### config.mk
export PLATFORM = sky130hd
export DESIGN_NAME = saturn_debugger
export DESIGN_NICKNAME = d
export VERILOG_FILES = /design/src/verilog/saturn_dbg_pkg.sv /design/src/verilog/saturn_debugger.sv /design/src/verilog/dbg_char_sender.sv /design/src/verilog/dbg_dump_formatter.sv /design/src/verilog/dbg_char_buffer.sv
export SDC_FILE = /design/constraint.sdc
export NUM_CORES = 1
export LEC_CHECK = 0
export BUFFER_PORTS_ARGS = -buffer_cell sky130_fd_sc_hd__buf_2
export CORE_ASPECT_RATIO = 0.9
export CORE_UTILIZATION = 30
export DETAILED_ROUTE_END_ITERATION = 7
export PLACE_DENSITY_LB_ADDON = 0.08
export SYNTH_ARGS = -nofsm -noshare
export SYNTH_HDL_FRONTEND = slang
export SYNTH_SLANG_ARGS = --single-unit
export TNS_END_PERCENT = 10
### constraint.sdc
create_clock -name i_clk -period 11.2 [get_ports i_clk]
set_input_delay 2.24 -clock i_clk [delete_from_list [all_inputs] [get_ports i_clk]]
set_output_delay 2.24 -clock i_clk [all_outputs]
set_load 0.1 [all_outputs]
### src/verilog/saturn_dbg_pkg.sv
//********************
// Dump layout constants and ASCII helpers shared by the debugger blocks
// Hex digits are upper case
// Bus action codes run from 0 to 3
//********************
`default_nettype none

package saturn_dbg_pkg;

    // Length of the fixed dump text
    localparam int DUMP_LEN = 91;

    typedef logic [7:0] dbg_char_t;

    localparam dbg_char_t CHAR_LF = 8'h0a;
    localparam dbg_char_t CHAR_CR = 8'h0d;

    typedef enum logic [1:0] {
        REG_NONE = 2'd0,
        REG_A    = 2'd1,
        REG_C    = 2'd2
    } reg_sel_t;

    typedef enum logic [3:0] {
        PC_LABEL, PC_HEX, CARRY, P_FIELD, ST_LABEL, ST_BITS,
        A_LABEL, A_HEX, C_LABEL, C_HEX, TAIL, DONE
    } dump_step_t;

    function automatic dbg_char_t hex_char(input logic [3:0] nib);
        // ASCII '0' is 0x30 and 'A' minus 10 is 0x37
        if (nib < 4'd10) begin
            return 8'h30 + {4'h0, nib};
        end
        return 8'h37 + {4'h0, nib};
    endfunction

    function automatic dbg_char_t bus_action_char(input logic [1:0] action);
        case (action)
            2'd0:    return "w";
            2'd1:    return "c";
            2'd2:    return "r";
            default: return ".";
        endcase
    endfunction

endpackage

`default_nettype wire
### src/verilog/saturn_debugger.sv
//********************
// Register dump and bus trace over a serial character port
// PC, flags and register file must hold still while o_debug_cycle is high
//********************
`default_nettype none

module saturn_debugger #(
    parameter int DUMP_DEPTH = 128
) (
    input  wire logic                      i_clk,
    input  wire logic                      i_reset,
    input  wire logic                      i_instr_decoded,
    input  wire logic                      i_exec_unit_busy,
    input  wire logic [19:0]               i_current_pc,
    input  wire logic                      i_reg_carry,
    input  wire logic [3:0]                i_reg_p,
    input  wire logic [15:0]               i_reg_st,
    output saturn_dbg_pkg::reg_sel_t       o_dbg_register,
    output logic [3:0]                     o_dbg_reg_ptr,
    input  wire logic [3:0]                i_dbg_reg_nibble,
    input  wire logic                      i_bus_debug,
    input  wire logic [1:0]                i_bus_action,
    input  wire logic [3:0]                i_bus_data,
    input  wire logic                      i_serial_busy,
    output saturn_dbg_pkg::dbg_char_t      o_char_to_send,
    output logic                           o_char_valid,
    output logic                           o_char_send,
    output logic                           o_debug_cycle
);

    localparam int AW = $clog2(DUMP_DEPTH);

    logic                      wr_en;
    logic [AW-1:0]             wr_addr;
    saturn_dbg_pkg::dbg_char_t wr_char;
    logic [AW-1:0]             rd_addr;
    saturn_dbg_pkg::dbg_char_t rd_char;
    logic                      dump_ready;
    logic                      dump_sent;

    dbg_dump_formatter #(
        .DUMP_DEPTH (DUMP_DEPTH)
    ) formatter_i (
        .i_clk            (i_clk),
        .i_reset          (i_reset),
        .i_instr_decoded  (i_instr_decoded),
        .i_exec_unit_busy (i_exec_unit_busy),
        .i_current_pc     (i_current_pc),
        .i_reg_carry      (i_reg_carry),
        .i_reg_p          (i_reg_p),
        .i_reg_st         (i_reg_st),
        .i_dbg_reg_nibble (i_dbg_reg_nibble),
        .i_dump_sent      (dump_sent),
        .o_debug_cycle    (o_debug_cycle),
        .o_dbg_register   (o_dbg_register),
        .o_dbg_reg_ptr    (o_dbg_reg_ptr),
        .o_wr_en          (wr_en),
        .o_wr_addr        (wr_addr),
        .o_wr_char        (wr_char),
        .o_dump_ready     (dump_ready)
    );

    dbg_char_buffer #(
        .DUMP_DEPTH (DUMP_DEPTH)
    ) buffer_i (
        .i_clk     (i_clk),
        .i_wr_en   (wr_en),
        .i_wr_addr (wr_addr),
        .i_wr_char (wr_char),
        .i_rd_addr (rd_addr),
        .o_rd_char (rd_char)
    );

    dbg_char_sender #(
        .DUMP_DEPTH (DUMP_DEPTH)
    ) sender_i (
        .i_clk          (i_clk),
        .i_reset        (i_reset),
        .i_dump_ready   (dump_ready),
        .i_rd_char      (rd_char),
        .i_bus_debug    (i_bus_debug),
        .i_bus_action   (i_bus_action),
        .i_bus_data     (i_bus_data),
        .i_serial_busy  (i_serial_busy),
        .o_rd_addr      (rd_addr),
        .o_dump_sent    (dump_sent),
        .o_char_to_send (o_char_to_send),
        .o_char_valid   (o_char_valid),
        .o_char_send    (o_char_send)
    );

endmodule

`default_nettype wire

### src/verilog/dbg_char_sender.sv
//********************
// Sends one character per free slot
// Bus trace pairs go before dump text
// A new bus event must wait until both characters of the last pair are out
//********************
`default_nettype none

module dbg_char_sender #(
    parameter int DUMP_DEPTH = 128
) (
    input  wire logic                          i_clk,
    input  wire logic                          i_reset,
    input  wire logic                          i_dump_ready,
    input  wire saturn_dbg_pkg::dbg_char_t     i_rd_char,
    input  wire logic                          i_bus_debug,
    input  wire logic [1:0]                    i_bus_action,
    input  wire logic [3:0]                    i_bus_data,
    input  wire logic                          i_serial_busy,
    output logic [$clog2(DUMP_DEPTH)-1:0]      o_rd_addr,
    output logic                               o_dump_sent,
    output saturn_dbg_pkg::dbg_char_t          o_char_to_send,
    output logic                               o_char_valid,
    output logic                               o_char_send
);

    localparam int AW = $clog2(DUMP_DEPTH);

    logic          bus_pending;
    logic          bus_second;
    logic [1:0]    bus_action_q;
    logic [3:0]    bus_nibble_q;
    logic          dump_active;
    logic          pf_valid;
    logic [AW-1:0] rd_ptr;
    logic          slot_free;

    assign slot_free = !o_char_valid && !i_serial_busy;
    assign o_rd_addr = rd_ptr;

    always_ff @(posedge i_clk) begin
        o_char_valid <= 1'b0;
        o_dump_sent  <= 1'b0;
        if (i_reset) begin
            o_char_send <= 1'b0;
            bus_pending <= 1'b0;
            bus_second  <= 1'b0;
            dump_active <= 1'b0;
            pf_valid    <= 1'b0;
            rd_ptr      <= '0;
        end else begin
            // Buffer output is valid one clock after the pointer settles
            if (dump_active && !pf_valid) begin
                pf_valid <= 1'b1;
            end
            if (i_dump_ready) begin
                dump_active <= 1'b1;
                pf_valid    <= 1'b0;
                rd_ptr      <= '0;
            end

            if (slot_free && bus_pending) begin
                o_char_valid <= 1'b1;
                o_char_send  <= ~o_char_send;
                if (bus_second) begin
                    o_char_to_send <= saturn_dbg_pkg::hex_char(bus_nibble_q);
                    bus_pending    <= 1'b0;
                end else begin
                    o_char_to_send <= saturn_dbg_pkg::bus_action_char(bus_action_q);
                    bus_second     <= 1'b1;
                end
            end else if (slot_free && dump_active && pf_valid) begin
                o_char_valid   <= 1'b1;
                o_char_send    <= ~o_char_send;
                o_char_to_send <= i_rd_char;
                rd_ptr         <= rd_ptr + AW'(1);
                pf_valid       <= 1'b0;
                if (rd_ptr == AW'(saturn_dbg_pkg::DUMP_LEN - 1)) begin
                    dump_active <= 1'b0;
                    o_dump_sent <= 1'b1;
                end
            end

            // Capture after the slot so a same-edge emission keeps the old schedule
            if (i_bus_debug) begin
                bus_pending <= 1'b1;
                bus_second  <= 1'b0;
            end
        end
    end

    always_ff @(posedge i_clk) begin
        if (i_bus_debug) begin
            bus_action_q <= i_bus_action;
            bus_nibble_q <= i_bus_data;
        end
    end

endmodule

`default_nettype wire

### src/verilog/dbg_dump_formatter.sv
//********************
// Writes the 91 character dump, one character per clock
// Register read port is answered combinationally and sampled the same cycle
//********************
`default_nettype none

module dbg_dump_formatter #(
    parameter int DUMP_DEPTH = 128
) (
    input  wire logic                       i_clk,
    input  wire logic                       i_reset,
    input  wire logic                       i_instr_decoded,
    input  wire logic                       i_exec_unit_busy,
    input  wire logic [19:0]                i_current_pc,
    input  wire logic                       i_reg_carry,
    input  wire logic [3:0]                 i_reg_p,
    input  wire logic [15:0]                i_reg_st,
    input  wire logic [3:0]                 i_dbg_reg_nibble,
    input  wire logic                       i_dump_sent,
    output logic                            o_debug_cycle,
    output saturn_dbg_pkg::reg_sel_t        o_dbg_register,
    output logic [3:0]                      o_dbg_reg_ptr,
    output logic                            o_wr_en,
    output logic [$clog2(DUMP_DEPTH)-1:0]   o_wr_addr,
    output saturn_dbg_pkg::dbg_char_t       o_wr_char,
    output logic                            o_dump_ready
);

    localparam int AW = $clog2(DUMP_DEPTH);

    saturn_dbg_pkg::dump_step_t step;
    logic [3:0]                 fld_ptr;
    logic [3:0]                 fld_last;
    logic [AW-1:0]              wr_addr;
    logic [2:0]                 pc_sel;
    logic                       fld_end;
    saturn_dbg_pkg::dbg_char_t  wr_char;

    // PC goes out most significant nibble first
    assign pc_sel  = 3'd4 - fld_ptr[2:0];
    assign fld_end = (fld_ptr == fld_last);

    always_comb begin
        wr_char  = " ";
        fld_last = 4'd0;
        case (step)
            saturn_dbg_pkg::PC_LABEL: begin
                fld_last = 4'd5;
                case (fld_ptr)
                    4'd2:    wr_char = "P";
                    4'd3:    wr_char = "C";
                    4'd4:    wr_char = ":";
                    default: wr_char = " ";
                endcase
            end
            saturn_dbg_pkg::PC_HEX: begin
                fld_last = 4'd4;
                wr_char  = saturn_dbg_pkg::hex_char(i_current_pc[pc_sel*4 +: 4]);
            end
            saturn_dbg_pkg::CARRY: begin
                fld_last = 4'd8;
                case (fld_ptr)
                    4'd1:    wr_char = "C";
                    4'd2:    wr_char = "a";
                    4'd3:    wr_char = "r";
                    4'd4:    wr_char = "r";
                    4'd5:    wr_char = "y";
                    4'd6:    wr_char = ":";
                    4'd8:    wr_char = saturn_dbg_pkg::hex_char({3'b000, i_reg_carry});
                    default: wr_char = " ";
                endcase
            end
            saturn_dbg_pkg::P_FIELD: begin
                fld_last = 4'd4;
                case (fld_ptr)
                    4'd1:    wr_char = "P";
                    4'd2:    wr_char = ":";
                    4'd4:    wr_char = saturn_dbg_pkg::hex_char(i_reg_p);
                    default: wr_char = " ";
                endcase
            end
            saturn_dbg_pkg::ST_LABEL: begin
                fld_last = 4'd5;
                case (fld_ptr)
                    4'd2:    wr_char = "S";
                    4'd3:    wr_char = "T";
                    4'd4:    wr_char = ":";
                    default: wr_char = " ";
                endcase
            end
            saturn_dbg_pkg::ST_BITS: begin
                fld_last = 4'd15;
                wr_char  = saturn_dbg_pkg::hex_char({3'b000, i_reg_st[4'd15 - fld_ptr]});
            end
            saturn_dbg_pkg::A_LABEL, saturn_dbg_pkg::C_LABEL: begin
                fld_last = 4'd4;
                if (fld_ptr == 4'd2) begin
                    wr_char = (step == saturn_dbg_pkg::A_LABEL) ? "A" : "C";
                end else if (fld_ptr == 4'd3) begin
                    wr_char = ":";
                end
            end
            saturn_dbg_pkg::A_HEX, saturn_dbg_pkg::C_HEX: begin
                fld_last = 4'd15;
                wr_char  = saturn_dbg_pkg::hex_char(i_dbg_reg_nibble);
            end
            saturn_dbg_pkg::TAIL: fld_last = 4'd1;
            default: fld_last = 4'd0;
        endcase

        // Every line opens with LF CR
        if (fld_ptr < 4'd2 && (step == saturn_dbg_pkg::PC_LABEL ||
                               step == saturn_dbg_pkg::ST_LABEL ||
                               step == saturn_dbg_pkg::A_LABEL  ||
                               step == saturn_dbg_pkg::C_LABEL  ||
                               step == saturn_dbg_pkg::TAIL)) begin
            wr_char = fld_ptr[0] ? saturn_dbg_pkg::CHAR_CR : saturn_dbg_pkg::CHAR_LF;
        end
    end

    assign o_wr_en   = o_debug_cycle && (step != saturn_dbg_pkg::DONE);
    assign o_wr_addr = wr_addr;
    assign o_wr_char = wr_char;

    always_ff @(posedge i_clk) begin
        o_dump_ready <= 1'b0;
        if (i_reset) begin
            o_debug_cycle  <= 1'b0;
            o_dbg_register <= saturn_dbg_pkg::REG_NONE;
            o_dbg_reg_ptr  <= 4'd0;
            step           <= saturn_dbg_pkg::DONE;
            fld_ptr        <= 4'd0;
            wr_addr        <= '0;
        end else if (!o_debug_cycle) begin
            if (i_instr_decoded && !i_exec_unit_busy) begin
                o_debug_cycle <= 1'b1;
                step          <= saturn_dbg_pkg::PC_LABEL;
                fld_ptr       <= 4'd0;
                wr_addr       <= '0;
            end
        end else if (step == saturn_dbg_pkg::DONE) begin
            // Hold the cycle until the sender has emitted the last character
            if (i_dump_sent) begin
                o_debug_cycle <= 1'b0;
            end
        end else begin
            wr_addr <= wr_addr + AW'(1);
            if (fld_end) begin
                fld_ptr <= 4'd0;
                step    <= saturn_dbg_pkg::dump_step_t'(step + 4'd1);
            end else begin
                fld_ptr <= fld_ptr + 4'd1;
            end
            if (step == saturn_dbg_pkg::TAIL && fld_end) begin
                o_dump_ready <= 1'b1;
            end

            // Select the register one write ahead of its first nibble
            if (fld_end && step == saturn_dbg_pkg::A_LABEL) begin
                o_dbg_register <= saturn_dbg_pkg::REG_A;
                o_dbg_reg_ptr  <= 4'd15;
            end
            if (fld_end && step == saturn_dbg_pkg::C_LABEL) begin
                o_dbg_register <= saturn_dbg_pkg::REG_C;
                o_dbg_reg_ptr  <= 4'd15;
            end
            if (step == saturn_dbg_pkg::A_HEX || step == saturn_dbg_pkg::C_HEX) begin
                o_dbg_reg_ptr <= o_dbg_reg_ptr - 4'd1;
                if (fld_end) begin
                    o_dbg_register <= saturn_dbg_pkg::REG_NONE;
                end
            end
        end
    end

endmodule

`default_nettype wire

### src/verilog/dbg_char_buffer.sv
//********************
// Read data arrives one clock after the address
//********************
`default_nettype none

module dbg_char_buffer #(
    parameter int DUMP_DEPTH = 128
) (
    input  wire logic                          i_clk,
    input  wire logic                          i_wr_en,
    input  wire logic [$clog2(DUMP_DEPTH)-1:0] i_wr_addr,
    input  wire saturn_dbg_pkg::dbg_char_t     i_wr_char,
    input  wire logic [$clog2(DUMP_DEPTH)-1:0] i_rd_addr,
    output saturn_dbg_pkg::dbg_char_t          o_rd_char
);

    saturn_dbg_pkg::dbg_char_t mem [DUMP_DEPTH];

    always_ff @(posedge i_clk) begin
        if (i_wr_en) begin
            mem[i_wr_addr] <= i_wr_char;
        end
        o_rd_char <= mem[i_rd_addr];
    end

endmodule

`default_nettype wire

==> impl_metrics.py <==
metrics = {
    "route": {
        "wl_met3_mm": 4.686,
        "via_count": 20166,
        "drc": 0,
        "ant_nets": 0,
        "drt_iter0_drc": 1505,
        "highest_layer": "met4",
        "dr.pass1.iters": 6,
        "routedWlPerCell_um": 26.97,
        "via_per_inst": 5.059,
        "wl_mm": 107.5,
        "met2WireLength_mm": 50.35,
        "wirelength_met1_mm": 50.14,
    },
    "synth": {
        "synthTopCellsByArea": "edfxtp_1, mux4_2, dfxtp_1",
        "yosysSeqAreaShare_pct": 72.45,
        "syn_area_um2": 38890,
        "yosys.area.top_type": "edfxtp_1",
        "yosys_warnings": 0,
        "synth.avg_cell_area_um2": 18.47,
        "yosysMostFrequentCell": "edfxtp_1",
        "yosys_most_used_dff": "edfxtp_1",
        "synth_top_area_share_pct": 70.18,
        "synthArstFlopShare_pct": 0,
        "ys_seq_elements": 953,
        "synth-edff-count": 909,
        "syn_nets": 2183,
        "synth_common_cells": "edfxtp_1, mux4_2, nor2_1",
        "synth_cells": 2106,
        "ys_types": 80,
    },
    "floorplan": {
        "start_util_pct": 30.42,
        "die-area_um2": 131100,
        "fp.dieH_um": 343.6,
        "ios": 74,
        "die_w_um": 381.5,
        "row_count": 124,
        "core_um2": 127800,
    },
    "clocking": {
        "cts_max_level": 3,
        "clock_sinks": 953,
        "cts_tree": "yes",
        "clockRootBuffer": "clkbuf_16",
        "ctsResizeCount": 0,
        "clkSlewWorstSetupHoldPaths_ns": 0.06,
        "cts-hold-fix-buffers": 0,
        "postCtsSetupBuffers": 0,
        "cts_buffers": 106,
        "clk_path_buf_depth": 3,
        "insertion_delay_ns": 0.70,
    },
    "worst_setup_path": {
        "end_kind": "flop",
        "cp.buffers_inverters": 2,
        "cp_cell_sequence": "buf_2 > mux4_2 > mux2i_1 > and2_1 > nor2_1 > nand2_1 > a2111oi_0 > nor2_4 > buf_4",
        "cpPeakStageDelay_ns": 0.84,
        "crit_family": "simple AND/OR/NAND/NOR gates",
        "critical_path_class": "input pin to flop",
        "worstPathArrival_ns": 5.49,
        "crit_fanout": 88,
        "critical_path_required_ns": 11.55,
        "critPathLaunchType": "input pin",
        "crit_slowest_cell": "nor2_4",
    },
    "power_and_ir_drop": {
        "sw_frac_of_total_pct": 22.83,
        "power_frac_seq_pct": 52.2,
        "clock_power_share_pct": 41.9,
        "internal-power_mw": 6.073,
        "leakagePower_nw": 13.58,
        "ir_worst_vdd_v": 0.0001080,
        "power.total_mw": 7.870,
        "comb_power_share_pct": 5.9,
        "switching_power_mw": 1.796,
        "p_per_area_nw_per_um2": 176.9,
    },
    "timing": {
        "layout_min_cycle_time_ns": 5.135,
        "setup_viol": 0,
        "finalClockSkew_ns": 0.02947,
        "worstMarginPinSlew_ns": 1.133,
        "slew_headroom_pct": 24.47,
        "fmax_mhz": 194.7,
        "worst_slack_ns": 6.065,
        "slew_violations": 0,
        "holdWs_ns": 0.4746,
        "grt_setup_unrepaired": "false",
        "fin_crit_sh_pct": 45.85,
        "setup_tns_ns": 0,
        "hold_violations": 0,
    },
    "grt": {
        "globalRouteTotalUtil_pct": 16.50,
        "grt_max_degree": 102,
        "antenna_found_initial": 5,
        "grt_pass1_vias": 20989,
        "grt_pass1_wl_mm": 155.1,
        "overflow": 0,
    },
    "placed_design": {
        "dp.final_hpwl_mm": 64.84,
        "dp_slack_ns": 5.362,
        "portBuffers": 72,
        "gp_congestion": 0.7921,
    },
    "layout": {
        "drive_gt1_share_pct": 23.15,
        "fillers": 12158,
        "final_nets": 2276,
        "area_growth_pct": 14.40,
        "diodes": 0,
    },
    "hold_path": {
        "hold_path_class": "flop to flop",
    },
    "outcome": {
        "status": "finished, final reports clean",
    },
    "run": {
        "cap_violations": 0,
    },
}
-- worst paths after layout --
kind,from,endpoint,slack [ns],cells after the start
min reg2reg,formatter_i.o_dbg_register[1]$_SDFFE_PP0P_,formatter_i.o_dbg_register[1]$_SDFFE_PP0P_,0.47,2
max,i_current_pc[14],buffer_i.mem[35][4]$_DFFE_PP_,6.07,9
min,formatter_i.o_dbg_register[1]$_SDFFE_PP0P_,formatter_i.o_dbg_register[1]$_SDFFE_PP0P_,0.47,2
max reg2reg,formatter_i.fld_ptr[1]$_SDFFE_PP0P_,buffer_i.mem[35][4]$_DFFE_PP_,6.58,12
-- through the flow --
| step | cells | cell area [um^2] | util (%) |
|---|---|---|---|
| final | 3986 | 44490 | 34.80 |
| after global routing | 3986 | 44490 | 34.80 |
| after CTS | 3986 | 44490 | 34.80 |
| after detailed placement | 3792 | 41240 | 32.26 |
| after global placement | 3792 | 41240 | 32.26 |
| after floorplan | 2106 | 38890 | - |
-- cell usage in the layout (no fill, tap or decap), drive strengths merged, types with 28 or more instances in the layout --
cell      n
a21oi    69
clkinv   49
nand3    29
a211oi   37
edfxtp  909
mux4    239
nor2b    36
buf     111
dfxtp    44
clkbuf  135
nor2    188
nand2    76
mux2i    62
nor3     28
o21ai    46
-- flip-flops by register name, indices dropped and copies added, names as in the netlist --
name,flops
formatter_i.step,4
formatter_i.o_dump_ready,1
sender_i.bus_second,1
sender_i.bus_pending,1
sender_i.o_char_valid,1
formatter_i.o_dbg_register,2
formatter_i.o_dbg_reg_ptr,4
formatter_i.o_wr_addr,7
buffer_i.mem,896
sender_i.o_char_send,1
sender_i.o_rd_addr,7
formatter_i.fld_ptr,4
buffer_i.o_rd_char,7
formatter_i.o_debug_cycle,1
sender_i.o_char_to_send,7
sender_i.o_dump_sent,1
sender_i.bus_action_q,2
sender_i.dump_active,1
sender_i.bus_nibble_q,4
sender_i.pf_valid,1
-- cells by family after synthesis --
kind of cell / synth area share [%]
muxes: 15.73
other: 0.009642
adders and majority gates: 0.6434
xor gates and xnor gates: 0.2413
AOI/OAI and AO/OA: 4.218
buffers and inverters: 1.782
and+or+nand+nor: 4.932
DFF: 72.45
-- worst register-to-register path: stages (launching register included) --
cell       delay, ns
dfxtp_1         0.31
inv_1           0.11
ha_1            0.40
xor2_2          0.39
mux2i_1         0.23
o22ai_1         0.10
a21oi_1         0.32
ha_1            0.26
nand2_1         0.09
nand2_1         0.11
a2111oi_0       0.16
nor2_4          0.84
buf_4           0.81
-- power by group through the flow --
stage | combinational (mW) | sequential (mW) | clock, mW
2_1_floorplan | 0.236 | 4.24 | 0
3_3_place_gp | 0.461 | 4.18 | 0
3_5_place_dp | 0.477 | 4.18 | 0
4_1_cts | 0.477 | 4.11 | 3.39
5_1_grt | 0.509 | 4.11 | 3.52
6_report | 0.464 | 4.11 | 3.30
-- final cells by class --
type | count | area [um^2] | area share (%)
tap | 1701 | 2128 | 4.784
inverter | 26 | 97.59 | 0.2194
timing repair buffer | 111 | 703.2 | 1.580
sequential | 953 | 28190 | 63.37
multi-input combinational | 1001 | 10120 | 22.74
clock inverter | 59 | 419.2 | 0.9421
clock buffer | 135 | 2835 | 6.373
-- routing by layer --
| layer | global-route usage (%) | vias up |
|---|---|---|
| li1 | - | 8773 |
| met1 | 23.41 | 10785 |
| met2 | 26.30 | 472 |
| met3 | 2.810 | 136 |
| met4 | 4.208 | 0 |
| met5 | 0 | - |
(Power assumes the default switching activity.)
